$ cat config.mk
export PLATFORM = sky130hd
export DESIGN_NAME = sdram_subsystem
export DESIGN_NICKNAME = d
export VERILOG_FILES = /design/src/verilog/sdram_cmd_pkg.sv /design/src/verilog/sdram_addr_pkg.sv /design/src/verilog/sdram_init_seq.sv /design/src/verilog/sdram_req_decode.sv /design/src/verilog/sdram_cmd_exec.sv /design/src/verilog/sdram_read_capture.sv /design/src/verilog/sdram_subsystem.sv
export SDC_FILE = /design/constraint.sdc
export NUM_CORES = 1
export LEC_CHECK = 0
export ABC_CLOCK_PERIOD_IN_PS = 4200
export BUFFER_PORTS_ARGS = -buffer_cell sky130_fd_sc_hd__buf_4
export CAP_MARGIN = 20
export CORE_MARGIN = 2
export CORE_UTILIZATION = 47
export CTS_CLUSTER_DIAMETER = 150
export DETAILED_ROUTE_END_ITERATION = 16
export GPL_TIMING_DRIVEN = 0
export PLACE_DENSITY = 0.69
export SLEW_MARGIN = 10
export SYNTH_ARGS = -nofsm -noshare
export SYNTH_HDL_FRONTEND = slang
export SYNTH_HIERARCHICAL = 1
export SYNTH_SLANG_ARGS = --single-unit
$ cat constraint.sdc
create_clock -name cpu_clk -period 4.2 [get_ports cpu_clk]
set_input_delay 0.21 -clock cpu_clk [delete_from_list [all_inputs] [get_ports cpu_clk]]
set_output_delay 0.21 -clock cpu_clk [all_outputs]
set_load 0.1 [all_outputs]
$ cat src/verilog/sdram_cmd_pkg.sv
`default_nettype none

package sdram_cmd_pkg;

  // pin order is cs_n, ras_n, cas_n, we_n.
  localparam logic [3:0] CMD_DESL      = 4'b1111;
  localparam logic [3:0] CMD_NOP       = 4'b0111;
  localparam logic [3:0] CMD_ACTIVATE  = 4'b0011;
  localparam logic [3:0] CMD_READ      = 4'b0101;
  localparam logic [3:0] CMD_WRITE     = 4'b0100;
  localparam logic [3:0] CMD_PRECHARGE = 4'b0010;
  localparam logic [3:0] CMD_REFRESH   = 4'b0001;
  localparam logic [3:0] CMD_MRS       = 4'b0000;

  // cas latency 2, sequential, burst length 1.
  localparam logic [12:0] MODE_WORD = 13'b000_0_00_010_0_000;

  localparam logic [15:0] T_INIT_WAIT = 16'd20000;
  localparam int T_RP           = 3;
  localparam int T_RCD          = 3;
  localparam int T_RFC          = 8;
  localparam int T_MRD          = 2;
  localparam int CAS_LAT        = 2;
  localparam int INIT_REFRESHES = 8;
  localparam int T_REFI         = 1560; // cycles between periodic refreshes.

  // request classes against the open-row table.
  localparam logic [1:0] KIND_HIT      = 2'd0;
  localparam logic [1:0] KIND_CLOSED   = 2'd1;
  localparam logic [1:0] KIND_CONFLICT = 2'd2;

endpackage

`default_nettype wire

$ cat src/verilog/sdram_addr_pkg.sv
`default_nettype none

package sdram_addr_pkg;

  localparam int ADDR_W = 25;
  localparam int DATA_W = 32;
  localparam int BANK_W = 2;
  localparam int ROW_W  = 13;
  localparam int COL_W  = 10;
  localparam int BE_W   = 4;

  // cpu address is {bank, row, column}.
  function automatic logic [BANK_W-1:0] bank_of(input logic [ADDR_W-1:0] addr);
    return addr[ADDR_W-1 -: BANK_W];
  endfunction

  function automatic logic [ROW_W-1:0] row_of(input logic [ADDR_W-1:0] addr);
    return addr[COL_W +: ROW_W];
  endfunction

  function automatic logic [COL_W-1:0] col_of(input logic [ADDR_W-1:0] addr);
    return addr[COL_W-1:0];
  endfunction

endpackage

`default_nettype wire

$ cat src/verilog/sdram_init_seq.sv
`timescale 1ns/1ps
`default_nettype none

module sdram_init_seq (
  input  logic        cpu_clk,
  input  logic        reset_n,
  output logic [3:0]  init_cmd,
  output logic [12:0] init_addr,
  output logic        init_done
);

  typedef enum logic [2:0] {S_WAIT, S_PRE, S_REF, S_MRS, S_DONE} state_t;

  state_t      state;
  logic [15:0] cnt;  // nop cycles left before the next command.
  logic [3:0]  refs; // refreshes still to issue after the current one.

  always_ff @(posedge cpu_clk or negedge reset_n) begin
    if (!reset_n) begin
      state     <= S_WAIT;
      cnt       <= sdram_cmd_pkg::T_INIT_WAIT;
      refs      <= 4'd0;
      init_cmd  <= sdram_cmd_pkg::CMD_NOP;
      init_addr <= 13'd0;
      init_done <= 1'b0;
    end else begin
      init_cmd <= sdram_cmd_pkg::CMD_NOP;
      if (cnt != 16'd0) begin
        cnt <= cnt - 16'd1;
      end else begin
        case (state)
          S_WAIT: begin
            init_cmd      <= sdram_cmd_pkg::CMD_PRECHARGE;
            init_addr[10] <= 1'b1; // all banks.
            cnt           <= 16'(sdram_cmd_pkg::T_RP);
            state         <= S_PRE;
          end
          S_PRE: begin
            init_cmd <= sdram_cmd_pkg::CMD_REFRESH;
            cnt      <= 16'(sdram_cmd_pkg::T_RFC - 1);
            refs     <= 4'(sdram_cmd_pkg::INIT_REFRESHES - 1);
            state    <= S_REF;
          end
          S_REF: begin
            if (refs == 4'd0) begin
              init_cmd  <= sdram_cmd_pkg::CMD_MRS;
              init_addr <= sdram_cmd_pkg::MODE_WORD;
              cnt       <= 16'(sdram_cmd_pkg::T_MRD);
              state     <= S_MRS;
            end else begin
              init_cmd <= sdram_cmd_pkg::CMD_REFRESH; // repeats every T_RFC cycles.
              cnt      <= 16'(sdram_cmd_pkg::T_RFC - 1);
              refs     <= refs - 4'd1;
            end
          end
          S_MRS: begin
            init_done <= 1'b1;
            state     <= S_DONE;
          end
          S_DONE: ;
          default: state <= S_WAIT;
        endcase
      end
    end
  end

endmodule

`default_nettype wire

$ cat src/verilog/sdram_req_decode.sv
`timescale 1ns/1ps
`default_nettype none

module sdram_req_decode (
  input  logic                               cpu_clk,
  input  logic                               reset_n,
  input  logic                               read,
  input  logic                               write,
  input  logic [sdram_addr_pkg::ADDR_W-1:0]  address,
  input  logic [sdram_addr_pkg::BE_W-1:0]    be,
  input  logic [sdram_addr_pkg::DATA_W-1:0]  data_in,
  input  logic                               init_done,
  input  logic                               req_done,
  input  logic                               open_set,
  input  logic [sdram_addr_pkg::BANK_W-1:0]  open_bank,
  input  logic [sdram_addr_pkg::ROW_W-1:0]   open_row,
  input  logic                               close_one,
  input  logic [sdram_addr_pkg::BANK_W-1:0]  close_bank,
  input  logic                               close_all,
  output logic                               ready,
  output logic                               req_valid,
  output logic                               req_read,
  output logic [sdram_addr_pkg::BANK_W-1:0]  req_bank,
  output logic [sdram_addr_pkg::ROW_W-1:0]   req_row,
  output logic [sdram_addr_pkg::COL_W-1:0]   req_col,
  output logic [sdram_addr_pkg::BE_W-1:0]    req_be,
  output logic [sdram_addr_pkg::DATA_W-1:0]  req_wdata,
  output logic [1:0]                         req_kind
);

  logic [sdram_addr_pkg::ROW_W-1:0] row_tbl [4]; // open row per bank.
  logic [3:0]                       row_ok;

  assign ready = init_done && !req_valid;

  always_ff @(posedge cpu_clk or negedge reset_n) begin
    if (!reset_n) begin
      req_valid <= 1'b0;
      req_read  <= 1'b0;
    end else if (ready && (read || write)) begin
      req_valid <= 1'b1;
      req_read  <= read; // read wins when both are set.
    end else if (req_done) begin
      req_valid <= 1'b0;
    end
  end

  always_ff @(posedge cpu_clk) begin
    if (ready && (read || write)) begin
      req_bank  <= sdram_addr_pkg::bank_of(address);
      req_row   <= sdram_addr_pkg::row_of(address);
      req_col   <= sdram_addr_pkg::col_of(address);
      req_be    <= be;
      req_wdata <= data_in;
    end
  end

  always_ff @(posedge cpu_clk or negedge reset_n) begin
    if (!reset_n) begin
      row_ok <= 4'b0000;
    end else if (close_all) begin
      row_ok <= 4'b0000;
    end else begin
      if (close_one) row_ok[close_bank] <= 1'b0;
      if (open_set)  row_ok[open_bank]  <= 1'b1;
    end
  end

  always_ff @(posedge cpu_clk) begin
    if (open_set) row_tbl[open_bank] <= open_row;
  end

  always_comb begin
    if (!row_ok[req_bank])
      req_kind = sdram_cmd_pkg::KIND_CLOSED;
    else if (row_tbl[req_bank] == req_row)
      req_kind = sdram_cmd_pkg::KIND_HIT;
    else
      req_kind = sdram_cmd_pkg::KIND_CONFLICT; // another row is open in this bank.
  end

endmodule

`default_nettype wire

$ cat src/verilog/sdram_cmd_exec.sv
`timescale 1ns/1ps
`default_nettype none

module sdram_cmd_exec (
  input  logic                               cpu_clk,
  input  logic                               reset_n,
  input  logic [3:0]                         init_cmd,
  input  logic [12:0]                        init_addr,
  input  logic                               init_done,
  input  logic                               req_valid,
  input  logic                               req_read,
  input  logic [sdram_addr_pkg::BANK_W-1:0]  req_bank,
  input  logic [sdram_addr_pkg::ROW_W-1:0]   req_row,
  input  logic [sdram_addr_pkg::COL_W-1:0]   req_col,
  input  logic [sdram_addr_pkg::BE_W-1:0]    req_be,
  input  logic [sdram_addr_pkg::DATA_W-1:0]  req_wdata,
  input  logic [1:0]                         req_kind,
  input  logic                               rd_done,
  output logic                               cs_n,
  output logic                               ras_n,
  output logic                               cas_n,
  output logic                               we_n,
  output logic                               cke,
  output logic [sdram_addr_pkg::BANK_W-1:0]  ba,
  output logic [12:0]                        addrbus_out,
  output logic [sdram_addr_pkg::BE_W-1:0]    dqm,
  output logic [sdram_addr_pkg::DATA_W-1:0]  databus_out,
  output logic                               dq_oe,
  output logic                               req_done,
  output logic                               rd_issue,
  output logic                               open_set,
  output logic [sdram_addr_pkg::BANK_W-1:0]  open_bank,
  output logic [sdram_addr_pkg::ROW_W-1:0]   open_row,
  output logic                               close_one,
  output logic [sdram_addr_pkg::BANK_W-1:0]  close_bank,
  output logic                               close_all
);

  typedef enum logic [2:0] {S_IDLE, S_RP, S_RCD, S_RD, S_REF_RP, S_REF_RFC} state_t;

  state_t                           state;
  logic [3:0]                       cmd_q;
  logic [sdram_addr_pkg::BANK_W-1:0] ba_q;
  logic [12:0]                      addr_q;
  logic [3:0]                       cnt;
  logic [10:0]                      ref_cnt;
  logic                             ref_pend;

  // init sequencer owns the pins until it finishes.
  assign {cs_n, ras_n, cas_n, we_n} = init_done ? cmd_q : init_cmd;
  assign ba          = init_done ? ba_q : '0;
  assign addrbus_out = init_done ? addr_q : init_addr;
  assign cke         = 1'b1;
  assign open_bank   = ba_q;
  assign open_row    = addr_q;
  assign close_bank  = ba_q;

  always_ff @(posedge cpu_clk or negedge reset_n) begin
    if (!reset_n) begin
      state     <= S_IDLE;
      cmd_q     <= sdram_cmd_pkg::CMD_NOP;
      ba_q      <= '0;
      addr_q    <= 13'd0;
      cnt       <= 4'd0;
      dqm       <= 4'hf;
      dq_oe     <= 1'b0;
      req_done  <= 1'b0;
      rd_issue  <= 1'b0;
      open_set  <= 1'b0;
      close_one <= 1'b0;
      close_all <= 1'b0;
    end else begin
      cmd_q     <= sdram_cmd_pkg::CMD_NOP;
      dqm       <= 4'hf;
      dq_oe     <= 1'b0;
      req_done  <= 1'b0;
      rd_issue  <= 1'b0;
      open_set  <= 1'b0;
      close_one <= 1'b0;
      close_all <= 1'b0;
      if (cnt != 4'd0) cnt <= cnt - 4'd1;
      case (state)
        S_IDLE: begin
          // the cycle after req_done leaves write recovery and lets decode drop req_valid.
          if (!req_done && ref_pend) begin
            cmd_q     <= sdram_cmd_pkg::CMD_PRECHARGE;
            addr_q    <= 13'h0400; // all banks.
            close_all <= 1'b1;
            cnt       <= 4'(sdram_cmd_pkg::T_RP - 1);
            state     <= S_REF_RP;
          end else if (!req_done && req_valid) begin
            ba_q <= req_bank;
            case (req_kind)
              sdram_cmd_pkg::KIND_CONFLICT: begin
                cmd_q     <= sdram_cmd_pkg::CMD_PRECHARGE;
                addr_q    <= 13'd0;
                close_one <= 1'b1;
                cnt       <= 4'(sdram_cmd_pkg::T_RP - 1);
                state     <= S_RP;
              end
              sdram_cmd_pkg::KIND_CLOSED: begin
                cmd_q    <= sdram_cmd_pkg::CMD_ACTIVATE;
                addr_q   <= req_row;
                open_set <= 1'b1;
                cnt      <= 4'(sdram_cmd_pkg::T_RCD - 1);
                state    <= S_RCD;
              end
              default: begin
                cnt   <= 4'd0; // row already open.
                state <= S_RCD;
              end
            endcase
          end
        end
        S_RP: begin
          if (cnt == 4'd0) begin
            cmd_q    <= sdram_cmd_pkg::CMD_ACTIVATE;
            addr_q   <= req_row;
            open_set <= 1'b1;
            cnt      <= 4'(sdram_cmd_pkg::T_RCD - 1);
            state    <= S_RCD;
          end
        end
        S_RCD: begin
          if (cnt == 4'd0) begin
            addr_q <= {{(sdram_addr_pkg::ROW_W - sdram_addr_pkg::COL_W){1'b0}}, req_col};
            if (req_read) begin
              cmd_q    <= sdram_cmd_pkg::CMD_READ;
              dqm      <= 4'h0;
              rd_issue <= 1'b1;
              state    <= S_RD;
            end else begin
              cmd_q    <= sdram_cmd_pkg::CMD_WRITE;
              dqm      <= ~req_be;
              dq_oe    <= 1'b1;
              req_done <= 1'b1;
              state    <= S_IDLE;
            end
          end
        end
        S_RD: begin
          if (rd_done) begin
            req_done <= 1'b1;
            state    <= S_IDLE;
          end
        end
        S_REF_RP: begin
          if (cnt == 4'd0) begin
            cmd_q <= sdram_cmd_pkg::CMD_REFRESH;
            cnt   <= 4'(sdram_cmd_pkg::T_RFC - 1);
            state <= S_REF_RFC;
          end
        end
        S_REF_RFC: if (cnt == 4'd0) state <= S_IDLE;
        default: state <= S_IDLE;
      endcase
    end
  end

  always_ff @(posedge cpu_clk) begin
    if (state == S_RCD && cnt == 4'd0 && !req_read) databus_out <= req_wdata;
  end

  // refresh interval, counted from the last refresh issued.
  always_ff @(posedge cpu_clk or negedge reset_n) begin
    if (!reset_n) begin
      ref_cnt  <= 11'd0;
      ref_pend <= 1'b0;
    end else if (state == S_REF_RP && cnt == 4'd0) begin
      ref_cnt  <= 11'd0;
      ref_pend <= 1'b0;
    end else if (init_done && !ref_pend) begin
      if (ref_cnt == 11'(sdram_cmd_pkg::T_REFI - 1)) ref_pend <= 1'b1;
      ref_cnt <= ref_cnt + 11'd1;
    end
  end

endmodule

`default_nettype wire

$ cat src/verilog/sdram_read_capture.sv
`timescale 1ns/1ps
`default_nettype none

module sdram_read_capture (
  input  logic                              cpu_clk,
  input  logic                              reset_n,
  input  logic                              rd_issue,
  input  logic [sdram_addr_pkg::DATA_W-1:0] databus_in,
  output logic [sdram_addr_pkg::DATA_W-1:0] data_out,
  output logic                              rd_done
);

  // cas latency stages, rd_done is the last one.
  logic [sdram_cmd_pkg::CAS_LAT-1:0] pipe;

  always_ff @(posedge cpu_clk or negedge reset_n) begin
    if (!reset_n) begin
      pipe    <= '0;
      rd_done <= 1'b0;
    end else begin
      pipe    <= {pipe[sdram_cmd_pkg::CAS_LAT-2:0], rd_issue};
      rd_done <= pipe[sdram_cmd_pkg::CAS_LAT-1];
    end
  end

  always_ff @(posedge cpu_clk) begin
    if (pipe[sdram_cmd_pkg::CAS_LAT-1]) data_out <= databus_in; // held until the next read.
  end

endmodule

`default_nettype wire

$ cat src/verilog/sdram_subsystem.sv
`timescale 1ns/1ps
`default_nettype none

module sdram_subsystem (
  input  logic                              cpu_clk,
  input  logic                              reset_n,
  input  logic                              read,
  input  logic                              write,
  input  logic [sdram_addr_pkg::ADDR_W-1:0] address,
  input  logic [sdram_addr_pkg::BE_W-1:0]   be,
  input  logic [sdram_addr_pkg::DATA_W-1:0] data_in,
  input  logic [sdram_addr_pkg::DATA_W-1:0] databus_in,
  output logic [sdram_addr_pkg::DATA_W-1:0] data_out,
  output logic                              ready,
  output logic                              cs_n,
  output logic                              ras_n,
  output logic                              cas_n,
  output logic                              we_n,
  output logic                              cke,
  output logic [sdram_addr_pkg::BANK_W-1:0] ba,
  output logic [12:0]                       addrbus_out,
  output logic [sdram_addr_pkg::BE_W-1:0]   dqm,
  output logic [sdram_addr_pkg::DATA_W-1:0] databus_out,
  output logic                              dq_oe
);

  logic [3:0]                        init_cmd;
  logic [12:0]                       init_addr;
  logic                              init_done;
  logic                              req_valid, req_read, req_done;
  logic [sdram_addr_pkg::BANK_W-1:0] req_bank, open_bank, close_bank;
  logic [sdram_addr_pkg::ROW_W-1:0]  req_row, open_row;
  logic [sdram_addr_pkg::COL_W-1:0]  req_col;
  logic [sdram_addr_pkg::BE_W-1:0]   req_be;
  logic [sdram_addr_pkg::DATA_W-1:0] req_wdata;
  logic [1:0]                        req_kind;
  logic                              open_set, close_one, close_all;
  logic                              rd_issue, rd_done;

  sdram_init_seq u_init (.*);

  sdram_req_decode u_decode (.*);

  sdram_cmd_exec u_exec (.*);

  sdram_read_capture u_capture (.*);

endmodule

`default_nettype wire

==> out/qor_table.md <==
| Quantity | Reported |
| --- | --- |
| Post-CTS clock slew at the launch and capture registers of the worst setup and hold paths | 0.06 ns |
| Highest Clock Rate | 255 MHz |
| Post-CTS Setup Bufs | 0 |
| Number of global-route vias before repair | 6891 |
| Largest fanout of any net on the critical path | 10 |
| Die Area | 23800 µm² |
| Most numerous cell types in the synthesized netlist | sky130_fd_sc_hd__edfxtp_1, sky130_fd_sc_hd__dfrtp_1, sky130_fd_sc_hd__nor2_1 |
| Count of inserted antenna diode cells | 0 |
| Data arrival time at the worst-slack endpoint | 4.33 ns |
| Hold_sp | write |
| Cell Count Post-Placement | 1143 |
| Fraction of the yosys area taken by sequential cells | 70.7% |
| Die Span X | 154 µm |
| Endpoints failing hold | 0 |
| Outcome | finished with violations |
| TritonCTS Sinks | 264 |
| Portion of total power attributed to the clock network | 45.6% |
| Initial detailed-routing violation count | 435 |
| Share of post-route cells with drive strength above 1 | 33.5% |
| Switching component of the power | 1.09 mW |
| TritonCTS clock tree | done |
| Minimum clock period after layout | 3.93 ns |
| Cell area after synthesis | 10600 µm² |
| Remaining max-slew budget at the tightest pin | -21.1% |
| Top flip-flop cell by instance count after synthesis | sky130_fd_sc_hd__edfxtp_1 |
| Post-Route WL | 24400 µm |
| I/O pin total | 187 |
| Number of levels in the clock H-tree | 1 |
| Cell types with the largest area share after synthesis | sky130_fd_sc_hd__edfxtp_1, sky130_fd_sc_hd__dfrtp_1, sky130_fd_sc_hd__dfstp_2 |
| Yosys warnings | 6 |
| Via count of the routed design | 6796 |
| Type of the worst setup path | reg -> reg |
| Part of the power in combinational logic | 4.3% |
| Area growth from synthesis to layout | 36.2% |
| Sw frac | 19.7% |
| Post-layout net count | 1095 |
| Maximum number of pins on one net before global-route repair | 86 |
| Share of synthesized registers carrying an async set or reset | 32.2% |
| Number of synthesized flops with an enable pin | 177 |
| Worst-case setup margin in the final layout | 0.273 ns |
| Number of core rows | 54 |
| Post-Synthesis Cells | 663 |
| Count of unique library cells instantiated by Yosys | 80 |
| Area fraction of the dominant cell type after synthesis | 50.1% |
| Launching element type of the critical path | register |
| Most repeated cell in the gate-level netlist after synthesis | sky130_fd_sc_hd__edfxtp_1 |
| Global-route wire length before repair | 38300 µm |
| Core outline area | 22000 µm² |
| Area taken by flip-flops and latches | 7500 µm² |
| Fin. max-slew vios | 1 |
| Setup repair after global routing missed its margin | no |
| IO buf count | 184 |
| Routed wire per std cell | 18.9 µm |
| Post-route ant nets | 0 |
| Pwr per Cell Area | 382 nW/µm² |
| Num CTS Buffers | 28 |
| Kind of end point of the critical path | register |
| Number of synthesized register bits | 264 |
| Worst vdd rail ir drop | 270 µV |
| Effective utilization at floorplan | 48.3% |
| Setup TNS | 0 ns |
| Relative contribution of sequential cells to total power | 50.1% |
| Filler Cells Inserted | 1501 |
| Failing checks | max-slew violations |
| Area used by multi-input combinational logic | 2860 µm² |
| Total leakage power | 5.69 nW |
| Final critical-path share of the clock period | 93.5% |
| Layout Skew | 0.0105 ns |
| Largest area contributor in the netlist | sky130_fd_sc_hd__edfxtp_1 |
| Hold Path Class | in -> reg |
| Avg Synthesized Cell Area | 16.0 µm² |
| Non-filler instance count after layout | 1291 |
| Maxcap violations | 0 |
| Clk Tree Root Cell | sky130_fd_sc_hd__clkbuf_16 |
| Number of endpoints failing setup at the final stage | 0 |
| P_int | 4.43 mW |
| Slew of the pin with the lowest slew margin | 1.81 ns |
| Initial antenna violation count | 0 |
| Total design power | 5.52 mW |
| All-layer global routing usage | 20.5% |
| Setup WS pre-CTS | 0.182 ns |
| Total DRC errors in the routed layout | 0 |
| Routability Congestion | 0.879 |
| Number of detailed-routing iterations run before antenna repair | 5 |
| Total global routing overflow | 0 |
| Clock insertion delay at the later pin of the skew report | 0.53 ns |
| Number of buffers between clock root and the deepest sink | 3 |
| Required @ worst endpoint | 4.61 ns |
| Die span in y | 154 µm |
| Post-DP HPWL | 15000 µm |
| Share of the core filled with cells in the final layout | 65.7% |
| Avg Vias per Cell | 5.26 |
-- logic make-up after synthesis --
logic type	share of synthesized area (%)
muxes	7.69
DFF	70.7
xor gates and xnor gates	2.48
and+or+nand+nor	8.46
AOI/OAI and AO/OA	6.53
adders and majority gates	1.06
buffers and inverters	2.96
other	0.0708
-- worst paths after layout --
check	slack, ns	cells past startpoint	to
worst min register to register	0.35	0	u_capture/pipe[1]$_DFF_PN0_
min in group asynchronous	0.31	2	u_exec/open_row[3]$_DFFE_PN0P_
worst min-delay path	0.30	3	u_decode/req_valid$_DFFE_PN0P_
worst max-delay path	0.27	12	u_exec/open_row[1]$_DFFE_PN0P_
max in group asynchronous	3.35	2	u_decode/row_ok[2]$_DFF_PN0_
worst max register to register	0.27	12	u_exec/open_row[1]$_DFFE_PN0P_
-- layer usage --
metal | part of all wire, % | up-vias | track usage (%)
li1 | - | 3151 | -
met1 | 40 | 3369 | 26.2
met2 | 51 | 239 | 36.2
met3 | 7.7 | 37 | 4.15
met4 | 1.7 | 0 | 5.25
met5 | 0 | - | 0
-- metrics by stage --
stage / hold WS, ns / instance area [µm²]
finish: 0.301 / 14400
global route: 0.319 / 14400
CTS: 0.280 / 14400
detailed placement: 0.341 / 12500
global placement: 0.332 / 12400
floorplan: -0.0856 / 10600
-- area by class of cell --
cell class,instances,area share [%]
inverters,22,0.572
well taps,280,2.43
flip-flops and latches,264,52.0
multi-input cells,354,19.8
clock buffers,43,5.95
repair buffers,285,17.0
clock inverters,9,0.728
plain buffers,34,1.61
-- repair_timing --
item	in CTS	in global routing
hold buffers	96	0
setup endpoints to repair	0	13
hold endpoints to repair	166	0
gates resized for setup	0	2
-- critical path: stages (launching register included) --
cell and delay, ns:
sky130_fd_sc_hd__dfxtp_1 0.43, sky130_fd_sc_hd__buf_6 0.23, sky130_fd_sc_hd__mux4_2 0.54, sky130_fd_sc_hd__xnor2_1 0.19
sky130_fd_sc_hd__nand4_1 0.15, sky130_fd_sc_hd__nor4_2 0.43, sky130_fd_sc_hd__a41oi_1 0.27, sky130_fd_sc_hd__ha_1 0.38
sky130_fd_sc_hd__nor2b_1 0.17, sky130_fd_sc_hd__o211ai_1 0.20, sky130_fd_sc_hd__a21oi_4 0.29, sky130_fd_sc_hd__buf_12 0.20
sky130_fd_sc_hd__mux2_4 0.31
-- layout by cell type, fill, tap and decap left out, types with 21 or more instances in the layout --
cell,synthesis,final
sky130_fd_sc_hd__buf_4,15,198
sky130_fd_sc_hd__nand2_1,30,30
sky130_fd_sc_hd__mux2_2,23,23
sky130_fd_sc_hd__o21ai_0,21,21
sky130_fd_sc_hd__edfxtp_1,177,177
sky130_fd_sc_hd__dlygate4sd3_1,0,96
sky130_fd_sc_hd__nor2_1,35,34
sky130_fd_sc_hd__a21oi_1,21,21
sky130_fd_sc_hd__clkbuf_16,0,30
sky130_fd_sc_hd__dfrtp_1,70,70
-- power groups by stage --
stage,combinational [mW],clock (mW),sequential (mW)
global route,0.253,2.67,2.77
CTS,0.235,2.56,2.77
global placement,0.158,0,2.82
finish,0.237,2.52,2.77
detailed placement,0.160,0,2.82
floorplan,0.0644,0,2.82
-- state kept, by name, summed over array words and instances, names as in the netlist, 2 cells and up, named ones only --
signal	flops
u_decode/row_tbl	52
u_capture/data_out	32
u_decode/req_wdata	32
u_exec/databus_out	32
u_init/cnt	16
u_decode/req_row	13
u_exec/open_row	13
u_exec/ref_cnt	11
u_decode/req_col	10
u_decode/req_be	4
u_decode/row_ok	4
u_exec/cnt	4
u_exec/dqm	4
u_init/refs	4
u_exec/cmd_q	3
u_exec/state	3
u_init/init_cmd	3
u_init/state	3
u_capture/pipe	2
u_decode/req_bank	2
u_exec/close_bank	2
u_init/init_addr	2
Power figures use the tool's default switching activity.
